--- config.mk ---
export PLATFORM = sky130hd
export DESIGN_NAME = eeprom_ctrl_top
export DESIGN_NICKNAME = d
export VERILOG_FILES = /design/src/hw/eeprom_pkg.sv /design/src/hw/eeprom_apb_regs.sv /design/src/hw/eeprom_seq.sv /design/src/hw/eeprom_bit_engine.sv /design/src/hw/eeprom_ctrl_top.sv
export SDC_FILE = /design/constraint.sdc
export NUM_CORES = 1
export LEC_CHECK = 0
export BUFFER_PORTS_ARGS = -buffer_cell sky130_fd_sc_hd__buf_4
export CAP_MARGIN = 5
export CORE_ASPECT_RATIO = 1.75
export CORE_MARGIN = 5
export CORE_UTILIZATION = 55
export CTS_CLUSTER_SIZE = 14
export DETAILED_ROUTE_END_ITERATION = 12
export PLACE_DENSITY = 0.78
export RECOVER_POWER = 100
export SETUP_SLACK_MARGIN = 0.15
export SLEW_MARGIN = 20
export SYNTH_ARGS = -nofsm -noshare
export SYNTH_HDL_FRONTEND = slang
export SYNTH_HIERARCHICAL = 1
export SYNTH_SLANG_ARGS = --single-unit
--- constraint.sdc ---
create_clock -name CLK -period 6.7 [get_ports CLK]
set_input_delay 1.34 -clock CLK [delete_from_list [all_inputs] [get_ports CLK]]
set_output_delay 1.34 -clock CLK [all_outputs]
set_load 0.02 [all_outputs]
--- src/hw/eeprom_pkg.sv ---
package eeprom_pkg;

    // byte address inside the 2 KB array
    typedef logic [10:0] ee_addr_t;

    typedef logic [7:0] ee_byte_t;

    typedef enum logic {
        OP_WRITE = 1'b0,
        OP_READ  = 1'b1
    } ee_op_e;

    // register block to sequencer
    typedef struct packed {
        ee_op_e   op;
        ee_addr_t addr;
        ee_byte_t wdata;
    } ee_req_t;

    typedef struct packed {
        ee_byte_t rdata;
        logic     nack;   // some written byte was not acknowledged
    } ee_rsp_t;

    typedef enum logic [1:0] {
        BIT_START = 2'd0,
        BIT_STOP  = 2'd1,
        BIT_WRITE = 2'd2,
        BIT_READ  = 2'd3
    } bit_cmd_e;

    // sequencer to bit engine
    typedef struct packed {
        bit_cmd_e cmd;
        ee_byte_t tx;
        logic     ack;    // read only, 1 pulls sda low in the ack slot
    } bit_req_t;

    typedef enum logic [3:0] {
        SEQ_IDLE,
        SEQ_START,
        SEQ_CTRL_WR,
        SEQ_ADDR_WR,
        SEQ_DATA_WR,
        SEQ_READ_START,
        SEQ_CTRL_RD,
        SEQ_DATA_RD,
        SEQ_STOP,
        SEQ_DONE
    } seq_state_e;

    localparam logic [7:0] REG_CMD    = 8'h00;
    localparam logic [7:0] REG_ADDR   = 8'h04;
    localparam logic [7:0] REG_WDATA  = 8'h08;
    localparam logic [7:0] REG_STATUS = 8'h0C;
    localparam logic [7:0] REG_RDATA  = 8'h10;

    localparam logic [3:0] DEV_CODE = 4'b1010;   // 24Cxx family

endpackage

--- src/hw/eeprom_apb_regs.sv ---
`timescale 1ns/10ps

module eeprom_apb_regs import eeprom_pkg::*; (
    input  logic        CLK,
    input  logic        RESET,
    input  logic        psel,
    input  logic        penable,
    input  logic        pwrite,
    input  logic [7:0]  paddr,
    input  logic [31:0] pwdata,
    output logic [31:0] prdata,
    output logic        pready,
    output logic        pslverr,
    output logic        req_valid,
    output ee_req_t     req,
    input  logic        busy,
    input  logic        rsp_valid,
    input  ee_rsp_t     rsp
);

    ee_addr_t addr_q;
    ee_byte_t wdata_q;
    ee_byte_t rdata_q;
    logic     done_q;
    logic     nack_q;
    logic     access;
    logic     mapped;
    logic     cmd_wr;
    logic     cmd_busy;
    logic     cmd_start;

    assign access    = psel & penable;
    assign mapped    = paddr inside {REG_CMD, REG_ADDR, REG_WDATA, REG_STATUS, REG_RDATA};
    assign cmd_busy  = busy | req_valid;   // req not yet taken by the sequencer
    assign cmd_wr    = access & pwrite & (paddr == REG_CMD);
    assign cmd_start = cmd_wr & ~cmd_busy & (pwdata[1:0] != 2'b00);

    // no wait states
    assign pready  = 1'b1;
    assign pslverr = access & (~mapped | (cmd_wr & cmd_busy));

    always_comb begin
        prdata = '0;
        if (psel & ~pwrite) begin
            case (paddr)
                REG_ADDR:   prdata[10:0] = addr_q;
                REG_WDATA:  prdata[7:0]  = wdata_q;
                REG_STATUS: prdata[2:0]  = {nack_q, done_q, cmd_busy};
                REG_RDATA:  prdata[7:0]  = rdata_q;
                default:    prdata       = '0;   // cmd reads back as zero
            endcase
        end
    end

    always_ff @(posedge CLK) begin
        if (access & pwrite & (paddr == REG_ADDR)) begin
            addr_q <= pwdata[10:0];
        end
        if (access & pwrite & (paddr == REG_WDATA)) begin
            wdata_q <= pwdata[7:0];
        end
        if (rsp_valid) begin
            rdata_q <= rsp.rdata;
        end
        if (cmd_start) begin
            req.op    <= pwdata[0] ? OP_WRITE : OP_READ;   // write wins
            req.addr  <= addr_q;
            req.wdata <= wdata_q;
        end
    end

    always_ff @(posedge CLK) begin
        if (RESET) begin
            req_valid <= 1'b0;
            done_q    <= 1'b0;
            nack_q    <= 1'b0;
        end else begin
            req_valid <= cmd_start;
            if (cmd_start) begin
                done_q <= 1'b0;
                nack_q <= 1'b0;
            end else if (rsp_valid) begin
                done_q <= 1'b1;   // sticky until next command
                nack_q <= rsp.nack;
            end
        end
    end

endmodule

--- src/hw/eeprom_seq.sv ---
`timescale 1ns/10ps

module eeprom_seq import eeprom_pkg::*; (
    input  logic     CLK,
    input  logic     RESET,
    input  logic     req_valid,
    input  ee_req_t  req,
    output logic     busy,
    output logic     rsp_valid,
    output ee_rsp_t  rsp,
    output logic     bit_valid,
    output bit_req_t bit_req,
    input  logic     bit_done,
    input  ee_byte_t rx_byte,
    input  logic     ack_in
);

    seq_state_e state;
    ee_req_t    cur;        // request being served
    ee_byte_t   rdata_q;
    logic       nack_q;
    logic       pending;    // bit op issued, waiting for bit_done
    logic [6:0] ctrl_hi;

    // next state once a written byte was acknowledged
    function automatic seq_state_e after_ack(seq_state_e s, ee_op_e op);
        seq_state_e n;
        case (s)
            SEQ_CTRL_WR: n = SEQ_ADDR_WR;
            SEQ_ADDR_WR: n = (op == OP_WRITE) ? SEQ_DATA_WR : SEQ_READ_START;
            SEQ_CTRL_RD: n = SEQ_DATA_RD;
            default:     n = SEQ_STOP;
        endcase
        return n;
    endfunction

    // device code plus block select, r/w bit appended per state
    assign ctrl_hi = {DEV_CODE, cur.addr[10:8]};

    assign busy      = (state != SEQ_IDLE) && (state != SEQ_DONE);
    assign rsp_valid = (state == SEQ_DONE);
    assign bit_valid = busy & ~pending;

    assign rsp.rdata = rdata_q;
    assign rsp.nack  = nack_q;

    always_comb begin
        bit_req.cmd = BIT_START;
        bit_req.tx  = '0;
        bit_req.ack = 1'b0;   // single byte read, master nacks
        case (state)
            SEQ_CTRL_WR: begin
                bit_req.cmd = BIT_WRITE;
                bit_req.tx  = {ctrl_hi, 1'b0};
            end
            SEQ_ADDR_WR: begin
                bit_req.cmd = BIT_WRITE;
                bit_req.tx  = cur.addr[7:0];
            end
            SEQ_DATA_WR: begin
                bit_req.cmd = BIT_WRITE;
                bit_req.tx  = cur.wdata;
            end
            SEQ_CTRL_RD: begin
                bit_req.cmd = BIT_WRITE;
                bit_req.tx  = {ctrl_hi, 1'b1};
            end
            SEQ_DATA_RD: begin
                bit_req.cmd = BIT_READ;
            end
            SEQ_STOP: begin
                bit_req.cmd = BIT_STOP;
            end
            default: begin
                bit_req.cmd = BIT_START;   // start and repeated start
            end
        endcase
    end

    always_ff @(posedge CLK) begin
        if (req_valid && state == SEQ_IDLE) begin
            cur <= req;
        end
        if (state == SEQ_DATA_RD && bit_done) begin
            rdata_q <= rx_byte;
        end
    end

    always_ff @(posedge CLK) begin
        if (RESET) begin
            state   <= SEQ_IDLE;
            pending <= 1'b0;
            nack_q  <= 1'b0;
        end else begin
            if (bit_valid) begin
                pending <= 1'b1;
            end else if (bit_done) begin
                pending <= 1'b0;
            end
            case (state)
                SEQ_IDLE: begin
                    if (req_valid) begin
                        state  <= SEQ_START;
                        nack_q <= 1'b0;
                    end
                end
                SEQ_START: begin
                    if (bit_done) begin
                        state <= SEQ_CTRL_WR;
                    end
                end
                SEQ_CTRL_WR, SEQ_ADDR_WR, SEQ_DATA_WR, SEQ_CTRL_RD: begin
                    if (bit_done) begin
                        if (!ack_in) begin
                            nack_q <= 1'b1;   // no ack, straight to stop
                            state  <= SEQ_STOP;
                        end else begin
                            state <= after_ack(state, cur.op);
                        end
                    end
                end
                SEQ_READ_START: begin
                    if (bit_done) begin
                        state <= SEQ_CTRL_RD;
                    end
                end
                SEQ_DATA_RD: begin
                    if (bit_done) begin
                        state <= SEQ_STOP;
                    end
                end
                SEQ_STOP: begin
                    if (bit_done) begin
                        state <= SEQ_DONE;
                    end
                end
                default: begin
                    state <= SEQ_IDLE;   // done lasts one cycle
                end
            endcase
        end
    end

endmodule

--- src/hw/eeprom_bit_engine.sv ---
`timescale 1ns/10ps

module eeprom_bit_engine import eeprom_pkg::*; #(
    parameter int CLK_DIV = 4
) (
    input  logic     CLK,
    input  logic     RESET,
    input  logic     bit_valid,
    input  bit_req_t bit_req,
    output logic     bit_done,
    output ee_byte_t rx_byte,
    output logic     ack_in,
    output logic     scl,
    output logic     sda_oe,
    input  logic     sda_in
);

    localparam int QW = $clog2(CLK_DIV);

    typedef enum logic [2:0] {
        E_IDLE,
        E_START,
        E_SHOUT,
        E_SHIN,
        E_STOP
    } eng_state_e;

    eng_state_e    state;
    logic [QW-1:0] qcnt;
    logic [1:0]    ph;      // quarter inside the bit slot
    logic [3:0]    nbit;    // slot inside a byte, 8 is the ack slot
    ee_byte_t      sh;
    logic          mack;
    logic          tick;
    logic          last;

    assign tick    = (state != E_IDLE) && (qcnt == QW'(CLK_DIV - 1));
    assign last    = (state == E_START) || (state == E_STOP) || (nbit == 4'd8);
    assign rx_byte = sh;

    // slot: q0 scl low + sda update, q1/q2 scl high, q3 scl low
    always_ff @(posedge CLK) begin
        if (RESET) begin
            state    <= E_IDLE;
            qcnt     <= '0;
            ph       <= '0;
            nbit     <= '0;
            bit_done <= 1'b0;
            ack_in   <= 1'b0;
            scl      <= 1'b1;
            sda_oe   <= 1'b0;
        end else begin
            bit_done <= 1'b0;
            if (state == E_IDLE) begin
                if (bit_valid) begin
                    qcnt <= '0;
                    ph   <= 2'd0;
                    nbit <= 4'd0;
                    sh   <= bit_req.tx;
                    mack <= bit_req.ack;
                    case (bit_req.cmd)
                        BIT_START: begin
                            state  <= E_START;
                            sda_oe <= 1'b0;   // scl untouched, high when bus idle
                        end
                        BIT_STOP: begin
                            state  <= E_STOP;
                            scl    <= 1'b0;
                            sda_oe <= 1'b1;
                        end
                        BIT_WRITE: begin
                            state  <= E_SHOUT;
                            scl    <= 1'b0;
                            sda_oe <= ~bit_req.tx[7];   // msb first
                        end
                        default: begin
                            state  <= E_SHIN;
                            scl    <= 1'b0;
                            sda_oe <= 1'b0;
                        end
                    endcase
                end
            end else begin
                qcnt <= tick ? '0 : qcnt + 1'b1;
                if (tick) begin
                    ph <= ph + 2'd1;
                    case (ph)
                        2'd0: begin
                            scl <= 1'b1;
                        end
                        2'd1: begin
                            // middle of scl high
                            if (state == E_START) begin
                                sda_oe <= 1'b1;
                            end else if (state == E_STOP) begin
                                sda_oe <= 1'b0;
                            end else if (state == E_SHOUT && nbit == 4'd8) begin
                                ack_in <= ~sda_in;
                            end else if (state == E_SHIN && nbit != 4'd8) begin
                                sh <= {sh[6:0], sda_in};
                            end
                        end
                        2'd2: begin
                            if (state != E_STOP) begin
                                scl <= 1'b0;   // stop leaves the bus high
                            end
                        end
                        default: begin
                            if (last) begin
                                state    <= E_IDLE;
                                bit_done <= 1'b1;
                            end else begin
                                nbit <= nbit + 4'd1;
                                if (state == E_SHOUT) begin
                                    sh     <= {sh[6:0], 1'b0};
                                    sda_oe <= (nbit == 4'd7) ? 1'b0 : ~sh[6];
                                end else begin
                                    sda_oe <= (nbit == 4'd7) ? mack : 1'b0;
                                end
                            end
                        end
                    endcase
                end
            end
        end
    end

endmodule

--- src/hw/eeprom_ctrl_top.sv ---
`timescale 1ns/10ps

module eeprom_ctrl_top import eeprom_pkg::*; #(
    parameter int CLK_DIV = 4   // clk cycles per quarter scl period, >= 2
) (
    input  logic        CLK,
    input  logic        RESET,
    input  logic        psel,
    input  logic        penable,
    input  logic        pwrite,
    input  logic [7:0]  paddr,
    input  logic [31:0] pwdata,
    output logic [31:0] prdata,
    output logic        pready,
    output logic        pslverr,
    output logic        scl,
    output logic        sda_oe,
    input  logic        sda_in
);

    ee_req_t  req;
    ee_rsp_t  rsp;
    bit_req_t bit_req;
    ee_byte_t rx_byte;
    logic     req_valid;
    logic     busy;
    logic     rsp_valid;
    logic     bit_valid;
    logic     bit_done;
    logic     ack_in;

    eeprom_apb_regs i_apb_regs (
        .CLK       (CLK),
        .RESET     (RESET),
        .psel      (psel),
        .penable   (penable),
        .pwrite    (pwrite),
        .paddr     (paddr),
        .pwdata    (pwdata),
        .prdata    (prdata),
        .pready    (pready),
        .pslverr   (pslverr),
        .req_valid (req_valid),
        .req       (req),
        .busy      (busy),
        .rsp_valid (rsp_valid),
        .rsp       (rsp)
    );

    eeprom_seq i_seq (
        .CLK       (CLK),
        .RESET     (RESET),
        .req_valid (req_valid),
        .req       (req),
        .busy      (busy),
        .rsp_valid (rsp_valid),
        .rsp       (rsp),
        .bit_valid (bit_valid),
        .bit_req   (bit_req),
        .bit_done  (bit_done),
        .rx_byte   (rx_byte),
        .ack_in    (ack_in)
    );

    eeprom_bit_engine #(
        .CLK_DIV (CLK_DIV)
    ) i_bit_engine (
        .CLK       (CLK),
        .RESET     (RESET),
        .bit_valid (bit_valid),
        .bit_req   (bit_req),
        .bit_done  (bit_done),
        .rx_byte   (rx_byte),
        .ack_in    (ack_in),
        .scl       (scl),
        .sda_oe    (sda_oe),
        .sda_in    (sda_in)
    );

endmodule

==> results of run 1 <==
## path summary, 6_finish.rpt
path	end	slack (ns)	from
worst max-delay path	prdata[1]	1.78	paddr[5]
worst min-delay path	i_seq/cur[15]$_DFFE_PP_	0.42	i_apb_regs/req[15]$_DFFE_PP_
worst max register to register	i_bit_engine/rx_byte[4]$_DFFE_PP_	2.99	i_seq/state[3]$_SDFFE_PP0P_
worst min register to register	i_seq/cur[15]$_DFFE_PP_	0.42	i_apb_regs/req[15]$_DFFE_PP_
## cell usage in the layout, fill, tap and decap left out, drive strengths merged, types with 3 or more instances in the layout
cell    Yosys  layout
or3         4       4
nor4b       3       3
a22o        8       8
a211oi      3       3
buf        33      10
clkbuf      6      39
a32oi       3       3
o21ai      14      14
a22oi       9       9
inv        15      19
dfxtp      24      24
nor2       26      26
nand3b      5       5
a21oi      27      27
conb        3      23
ha         11      11
nand2b      4       4
nand3      10      10
nand2      43      43
edfxtp     84      84
mux2i       4       4
and3        6       6
nor3       11      11
nor2b       8       8
## per-layer routing
layer | up-vias | global-route usage | share of wire
li1 | 1508 | - | -
met1 | 1551 | 0.198 | 0.38
met2 | 109 | 0.340 | 0.55
met3 | 17 | 0.0327 | 0.049
met4 | 0 | 0.0921 | 0.022
met5 | - | 0 | 0
## layout make-up
cell class / instances / area share
clock inverter: 6 / 0.0101
timing repair buffer: 39 / 0.0424
multi-input combinational: 263 / 0.301
tap: 117 / 0.0276
inverter: 15 / 0.0106
clock buffer: 10 / 0.0431
sequential: 108 / 0.565
## flip-flops by register name, summed over array words and instances (netlist names), 3 cells and up
signal,cells
i_seq/state,4
i_apb_regs/addr_q,11
i_apb_regs/req,20
i_seq/cur,17
i_apb_regs/wdata_q,8
i_bit_engine/rx_byte,8
i_seq/ctrl_hi,3
i_bit_engine/nbit,4
i_seq/rdata_q,8
i_bit_engine/state,3
i_apb_regs/rdata_q,8
## logic make-up (layout without fill, tap and decap cells)
| family | count (synthesis) | count (layout) | share of synthesized area |
|---|---|---|---|
| AND/OR/NAND/NOR | 134 | 134 | 0.154 |
| multiplexers | 6 | 6 | 0.0128 |
| other | 3 | 23 | 0.00231 |
| buffers and inverters | 54 | 70 | 0.0631 |
| XOR/XNOR | 3 | 3 | 0.00539 |
| adder cells (fa/ha/maj) | 12 | 12 | 0.0303 |
| flip-flops | 108 | 108 | 0.615 |
| AO/OA/AOI/OAI | 85 | 85 | 0.116 |
## power by group through the flow
stage | clock network [mW] | registers, mW | logic [mW]
floorplan | 0 | 0.729 | 0.0310
global placement | 0 | 0.729 | 0.0376
detailed placement | 0 | 0.729 | 0.0384
CTS | 0.516 | 0.713 | 0.0385
global route | 0.544 | 0.713 | 0.0396
finish | 0.505 | 0.713 | 0.0369
## worst reg2reg max path: cells and delay by family (launching register included)
family,cells,cell delay (ns)
xor gates and xnor gates,1,0.16
and+or+nand+nor,4,2.18
buffers and inverters,1,0.05
AOI/OAI and AO/OA,1,0.26
DFF,1,0.66
## through the flow
step / total power, mW / worst slack (ns) / hold WS [ns] / area [um^2] / std cells
after floorplan: 0.760 / 2.67 / 0.400 / 4950 / 425
after global placement: 0.766 / 2.39 / 0.401 / 5140 / 542
after detailed placement: 0.767 / 2.38 / 0.407 / 5140 / 542
after CTS: 1.27 / 2.37 / 0.423 / 5430 / 558
after global routing: 1.30 / 1.72 / 0.428 / 5310 / 558
final: 1.25 / 1.78 / 0.418 / 5310 / 558
==> flow_metrics.env, run 1 <==
export IMPL_ys_warn_count=6
export IMPL_cap_viol_max_count=1
export IMPL_cp_end_kind="primary output"
export IMPL_syn_avg_cell_area_um2=12.0
export IMPL_post_cts_resized=0
export IMPL_critPathLaunchType="input port"
export IMPL_worstSetupPathType="in -> out"
export IMPL_gp_congestion=0.888
export IMPL_status="finished with violations"
export IMPL_antenna_found_initial=0
export IMPL_worst_path_buf_inv=2
export IMPL_grt_usage=0.186
export IMPL_dr_pass1_iters=5
export IMPL_yosys_cell_types_count=67
export IMPL_syn_inst=405
export IMPL_intPower_mw=0.985
export IMPL_finalCriticalPeriod_ns=4.92
export IMPL_cp_depth=6
export IMPL_postLayoutCoreUtil=0.613
export IMPL_critPathMaxFanout=10
export IMPL_yosys_top_cells_area="edfxtp_1, dfxtp_1, buf_4"
export IMPL_r2r_cells=7
export IMPL_yosysTopAreaCell="edfxtp_1"
export IMPL_avgViaCountPerCell=5.71
export IMPL_cts_sinks=108
export IMPL_layout_drive_gt1_share=0.104
export IMPL_fin_nets=493
export IMPL_p_leak_nw=1.84
export IMPL_htree_levels=3
export IMPL_die_w_um=81.2
export IMPL_critPathRequiredTime_ns=5.36
export IMPL_setup_tns_final_ns=0
export IMPL_cts_buffers=9
export IMPL_fmax_mhz=203
export IMPL_diodes=0
export IMPL_p_sw_frac=0.215
export IMPL_multi_input_area_mm2=0.00160
export IMPL_worst_pin_slew_ns=1.64
export IMPL_seq_area_mm2=0.00300
export IMPL_nFillCells=718
export IMPL_grt_pass1_wl_mm=15.3
export IMPL_wl_mm=9.67
export IMPL_cts_tree="built"
export IMPL_slew_limit_headroom=-0.100
export IMPL_overflow=0
export IMPL_p_sw_mw=0.270
export IMPL_core_area_mm2=0.00867
export IMPL_die_y_um=135
export IMPL_crit_chain="clkbuf_4, or4_1, nor3_1, nand3_1, a21oi_1, clkbuf_1"
export IMPL_post_cts_setup_buffers=0
export IMPL_finClkSkew_ns=0.00751
export IMPL_portBuffers=38
export IMPL_yosysSeqAreaShare=0.615
export IMPL_critical_path_arrival_ns=3.58
export IMPL_pwr_share_clk=0.402
export IMPL_hpwl_mm=6.95
export IMPL_synthesis_area_mm2=0.00488
export IMPL_rsz0062_at_grt="false"
export IMPL_p_comb_frac=0.029
export IMPL_min_path_cells=0
export IMPL_grt_max_degree=25
export IMPL_setup_viol=0
export IMPL_ys_ff_latch=108
export IMPL_failed_checks="capacitance limit, slew limit"
export IMPL_cts_max_path_buffers=2
export IMPL_initial_utilization=0.563
export IMPL_clock_latency_ns=0.35
export IMPL_crit_family="simple AND/OR/NAND/NOR gates"
export IMPL_area_delta_synth_final_pct=8.85
export IMPL_slowest_stage="nor3_1"
export IMPL_power_share_sequential=0.568
export IMPL_async_flop_share=0
export IMPL_die_area_mm2=0.0109
export IMPL_hold_viol=0
export IMPL_fin_crit_sh=0.734
export IMPL_vias=3185
export IMPL_crit_path_max_incr_delay_ns=0.92
export IMPL_max_vdd_ir_drop_uv=178
export IMPL_ctsHoldBuffers=0
export IMPL_drcViolationCount=0
export IMPL_power_per_cell_area_mw_per_mm2=236
export IMPL_grt_pass1_vias=3201
export IMPL_clkTransAtPathRegs_ns=0.08
export IMPL_root_buffer="clkbuf_16"
export IMPL_synth_common_cells="edfxtp_1, nand2_1, a21oi_1, buf_4, nor2_1"
export IMPL_pin_count=82
export IMPL_drt_iter0_markers=193
export IMPL_ant_nets=0
export IMPL_rows=45
export IMPL_hold_class="reg -> reg"
export IMPL_synth_edff_count=84
export IMPL_synth_main_ff_cell="edfxtp_1"
export IMPL_synth_top_area_frac=0.517
export IMPL_yosysMostFrequentCell="edfxtp_1"
export IMPL_wl_per_cell_um=17.3
export IMPL_final_max_slew_viol_count=9
Power figures use the tool's default switching activity.
==> inputs of run 2 (changes only) <==
Clock period 6.7 ns to 4.7 ns, I/O delays scaled along.
==> run 2 against run 1 <==
The run still ends with capacitance limit, slew limit left. Sequential share of layout area is 0.29 points lower. First-iteration DRC count is 6.7% lower. Sequential cell count stayed put. Wire length is 1.1% higher. Worst hold slack better by 0.0056 ns. Sequential power is 43% higher. Critical path type unchanged. Critical endpoint is now prdata[0].
==> flow_metrics.env, run 2 (same netlist as run 1, synthesis figures left out) <==
export IMPL_p_comb_frac=0.030
export IMPL_cts_buffers=9
export IMPL_overflow=0
export IMPL_initial_utilization=0.563
export IMPL_slew_limit_headroom=-0.0904
export IMPL_final_max_slew_viol_count=9
export IMPL_pin_count=82
export IMPL_status="finished with violations"
export IMPL_grt_pass1_wl_mm=15.6
export IMPL_fmax_mhz=243
export IMPL_avgViaCountPerCell=5.77
export IMPL_critical_path_arrival_ns=3.18
export IMPL_die_w_um=81.2
export IMPL_finClkSkew_ns=0.00605
export IMPL_nFillCells=726
export IMPL_htree_levels=3
export IMPL_antenna_found_initial=0
export IMPL_hpwl_mm=7.00
export IMPL_pwr_share_clk=0.408
export IMPL_worstSetupPathType="in -> out"
export IMPL_gp_congestion=0.868
export IMPL_vias=3217
export IMPL_drt_iter0_markers=180
export IMPL_cap_viol_max_count=1
export IMPL_ant_nets=0
export IMPL_grt_usage=0.191
export IMPL_power_per_cell_area_mw_per_mm2=339
export IMPL_cp_end_kind="primary output"
export IMPL_failed_checks="capacitance limit, slew limit"
export IMPL_root_buffer="clkbuf_16"
export IMPL_p_sw_frac=0.219
export IMPL_whs_ns=0.424
export IMPL_wl_mm=9.78
export IMPL_final_common_cell="edfxtp_1"
export IMPL_power_share_sequential=0.562
export IMPL_stdcell_area_mm2=0.00534
export IMPL_cts_tree="built"
export IMPL_regToRegStartpoint="i_seq/state[1]$_SDFFE_PP0P_"
export IMPL_diodes=0
export IMPL_critPathRequiredTime_ns=3.76
export IMPL_layout_drive_gt1_share=0.107
export IMPL_die_y_um=135
export IMPL_wl_per_cell_um=17.5
export IMPL_cts_sinks=108
export IMPL_setup_viol=0
export IMPL_grt_pass1_vias=3188
export IMPL_largest_reg_flops=20
export IMPL_post_cts_resized=0
export IMPL_rows=45
export IMPL_fin_crit_sh=0.877
export IMPL_crit_start="paddr[5]"
export IMPL_drcViolationCount=0
export IMPL_area_delta_synth_final_pct=9.41
export IMPL_clkTransAtPathRegs_ns=0.07
export IMPL_top_register="i_apb_regs/req"
export IMPL_seq_area_mm2=0.00300
export IMPL_clock_latency_ns=0.35
export IMPL_place_area_mm2=0.00514
export IMPL_setup_tns_final_ns=0
export IMPL_core_area_mm2=0.00867
export IMPL_die_area_mm2=0.0109
export IMPL_dr_pass1_iters=5
export IMPL_worstHoldStart="i_apb_regs/req[13]$_DFFE_PP_"
export IMPL_final_cell_mix="edfxtp_1, nand2_1, a21oi_1"
export IMPL_cts_max_path_buffers=2
export IMPL_critPathMaxFanout=10
export IMPL_grt_max_degree=25
export IMPL_post_cts_setup_buffers=0
export IMPL_ctsHoldBuffers=0
export IMPL_critPathLaunchType="input port"
export IMPL_max_vdd_ir_drop_uv=332
export IMPL_hold_viol=0
export IMPL_finalCriticalPeriod_ns=4.12
export IMPL_intPower_mw=1.41
export IMPL_worst_pin_slew_ns=1.62
export IMPL_rsz0062_at_grt="false"
export IMPL_p_sw_mw=0.396
export IMPL_fin_nets=493
export IMPL_multi_input_area_mm2=0.00160
export IMPL_hold_class="reg -> reg"
export IMPL_top_regs="i_apb_regs/req: 20 flops, i_seq/cur: 17 flops, i_apb_regs/addr_q: 11 flops"
export IMPL_portBuffers=38
export IMPL_p_leak_nw=1.86
[run 2: area by class of cell]
class	instances	area share
Sequential cell	108	0.562
Clock buffer	9	0.0422
Timing Repair Buffer	39	0.0429
Inverter	15	0.0105
Clock inverter	7	0.0155
Multi-Input combinational cell	263	0.299
Tap cell	117	0.0274
[run 2: power groups by stage]
stage	combinational [mW]	clock [mW]	sequential (mW)
after floorplan	0.0442	0	1.04
after global placement	0.0535	0	1.04
after detailed placement	0.0553	0	1.04
after CTS	0.0554	0.751	1.02
after global routing	0.0570	0.793	1.02
final	0.0534	0.738	1.02
[run 2: per-stage QoR]
stage,power [mW],utilization,instances,setup slack (ns)
2_1_floorplan,1.08,-,425,1.47
3_3_place_gp,1.09,0.593,542,1.20
5_1_grt,1.87,0.616,558,0.531
6_report,1.81,0.616,558,0.578
4_1_cts,1.82,0.629,558,1.17
3_5_place_dp,1.09,0.593,542,1.18
[run 2: path summary, 6_finish.rpt]
kind,endpoint,slack [ns],cells after the start
min,i_seq/cur[13]$_DFFE_PP_,0.42,0
min reg2reg,i_seq/cur[13]$_DFFE_PP_,0.42,0
max,prdata[0],0.58,6
max reg2reg,i_bit_engine/rx_byte[3]$_DFFE_PP_,0.97,7
[run 2: per-layer routing]
layer / part of all wire / wire length [um] / track usage
met4: 0.035 / 340 / 0.113
met2: 0.55 / 5370 / 0.336
met1: 0.36 / 3570 / 0.206
met3: 0.052 / 509 / 0.0367
met5: 0 / 0 / 0
[run 2: worst max-delay path, cell delays in order]
cell and delay, ns:
clkbuf_4 0.11, or4_1 0.58, nor3_1 0.94, nand3_1 0.15, a21oi_1 0.21, clkbuf_1 0.25
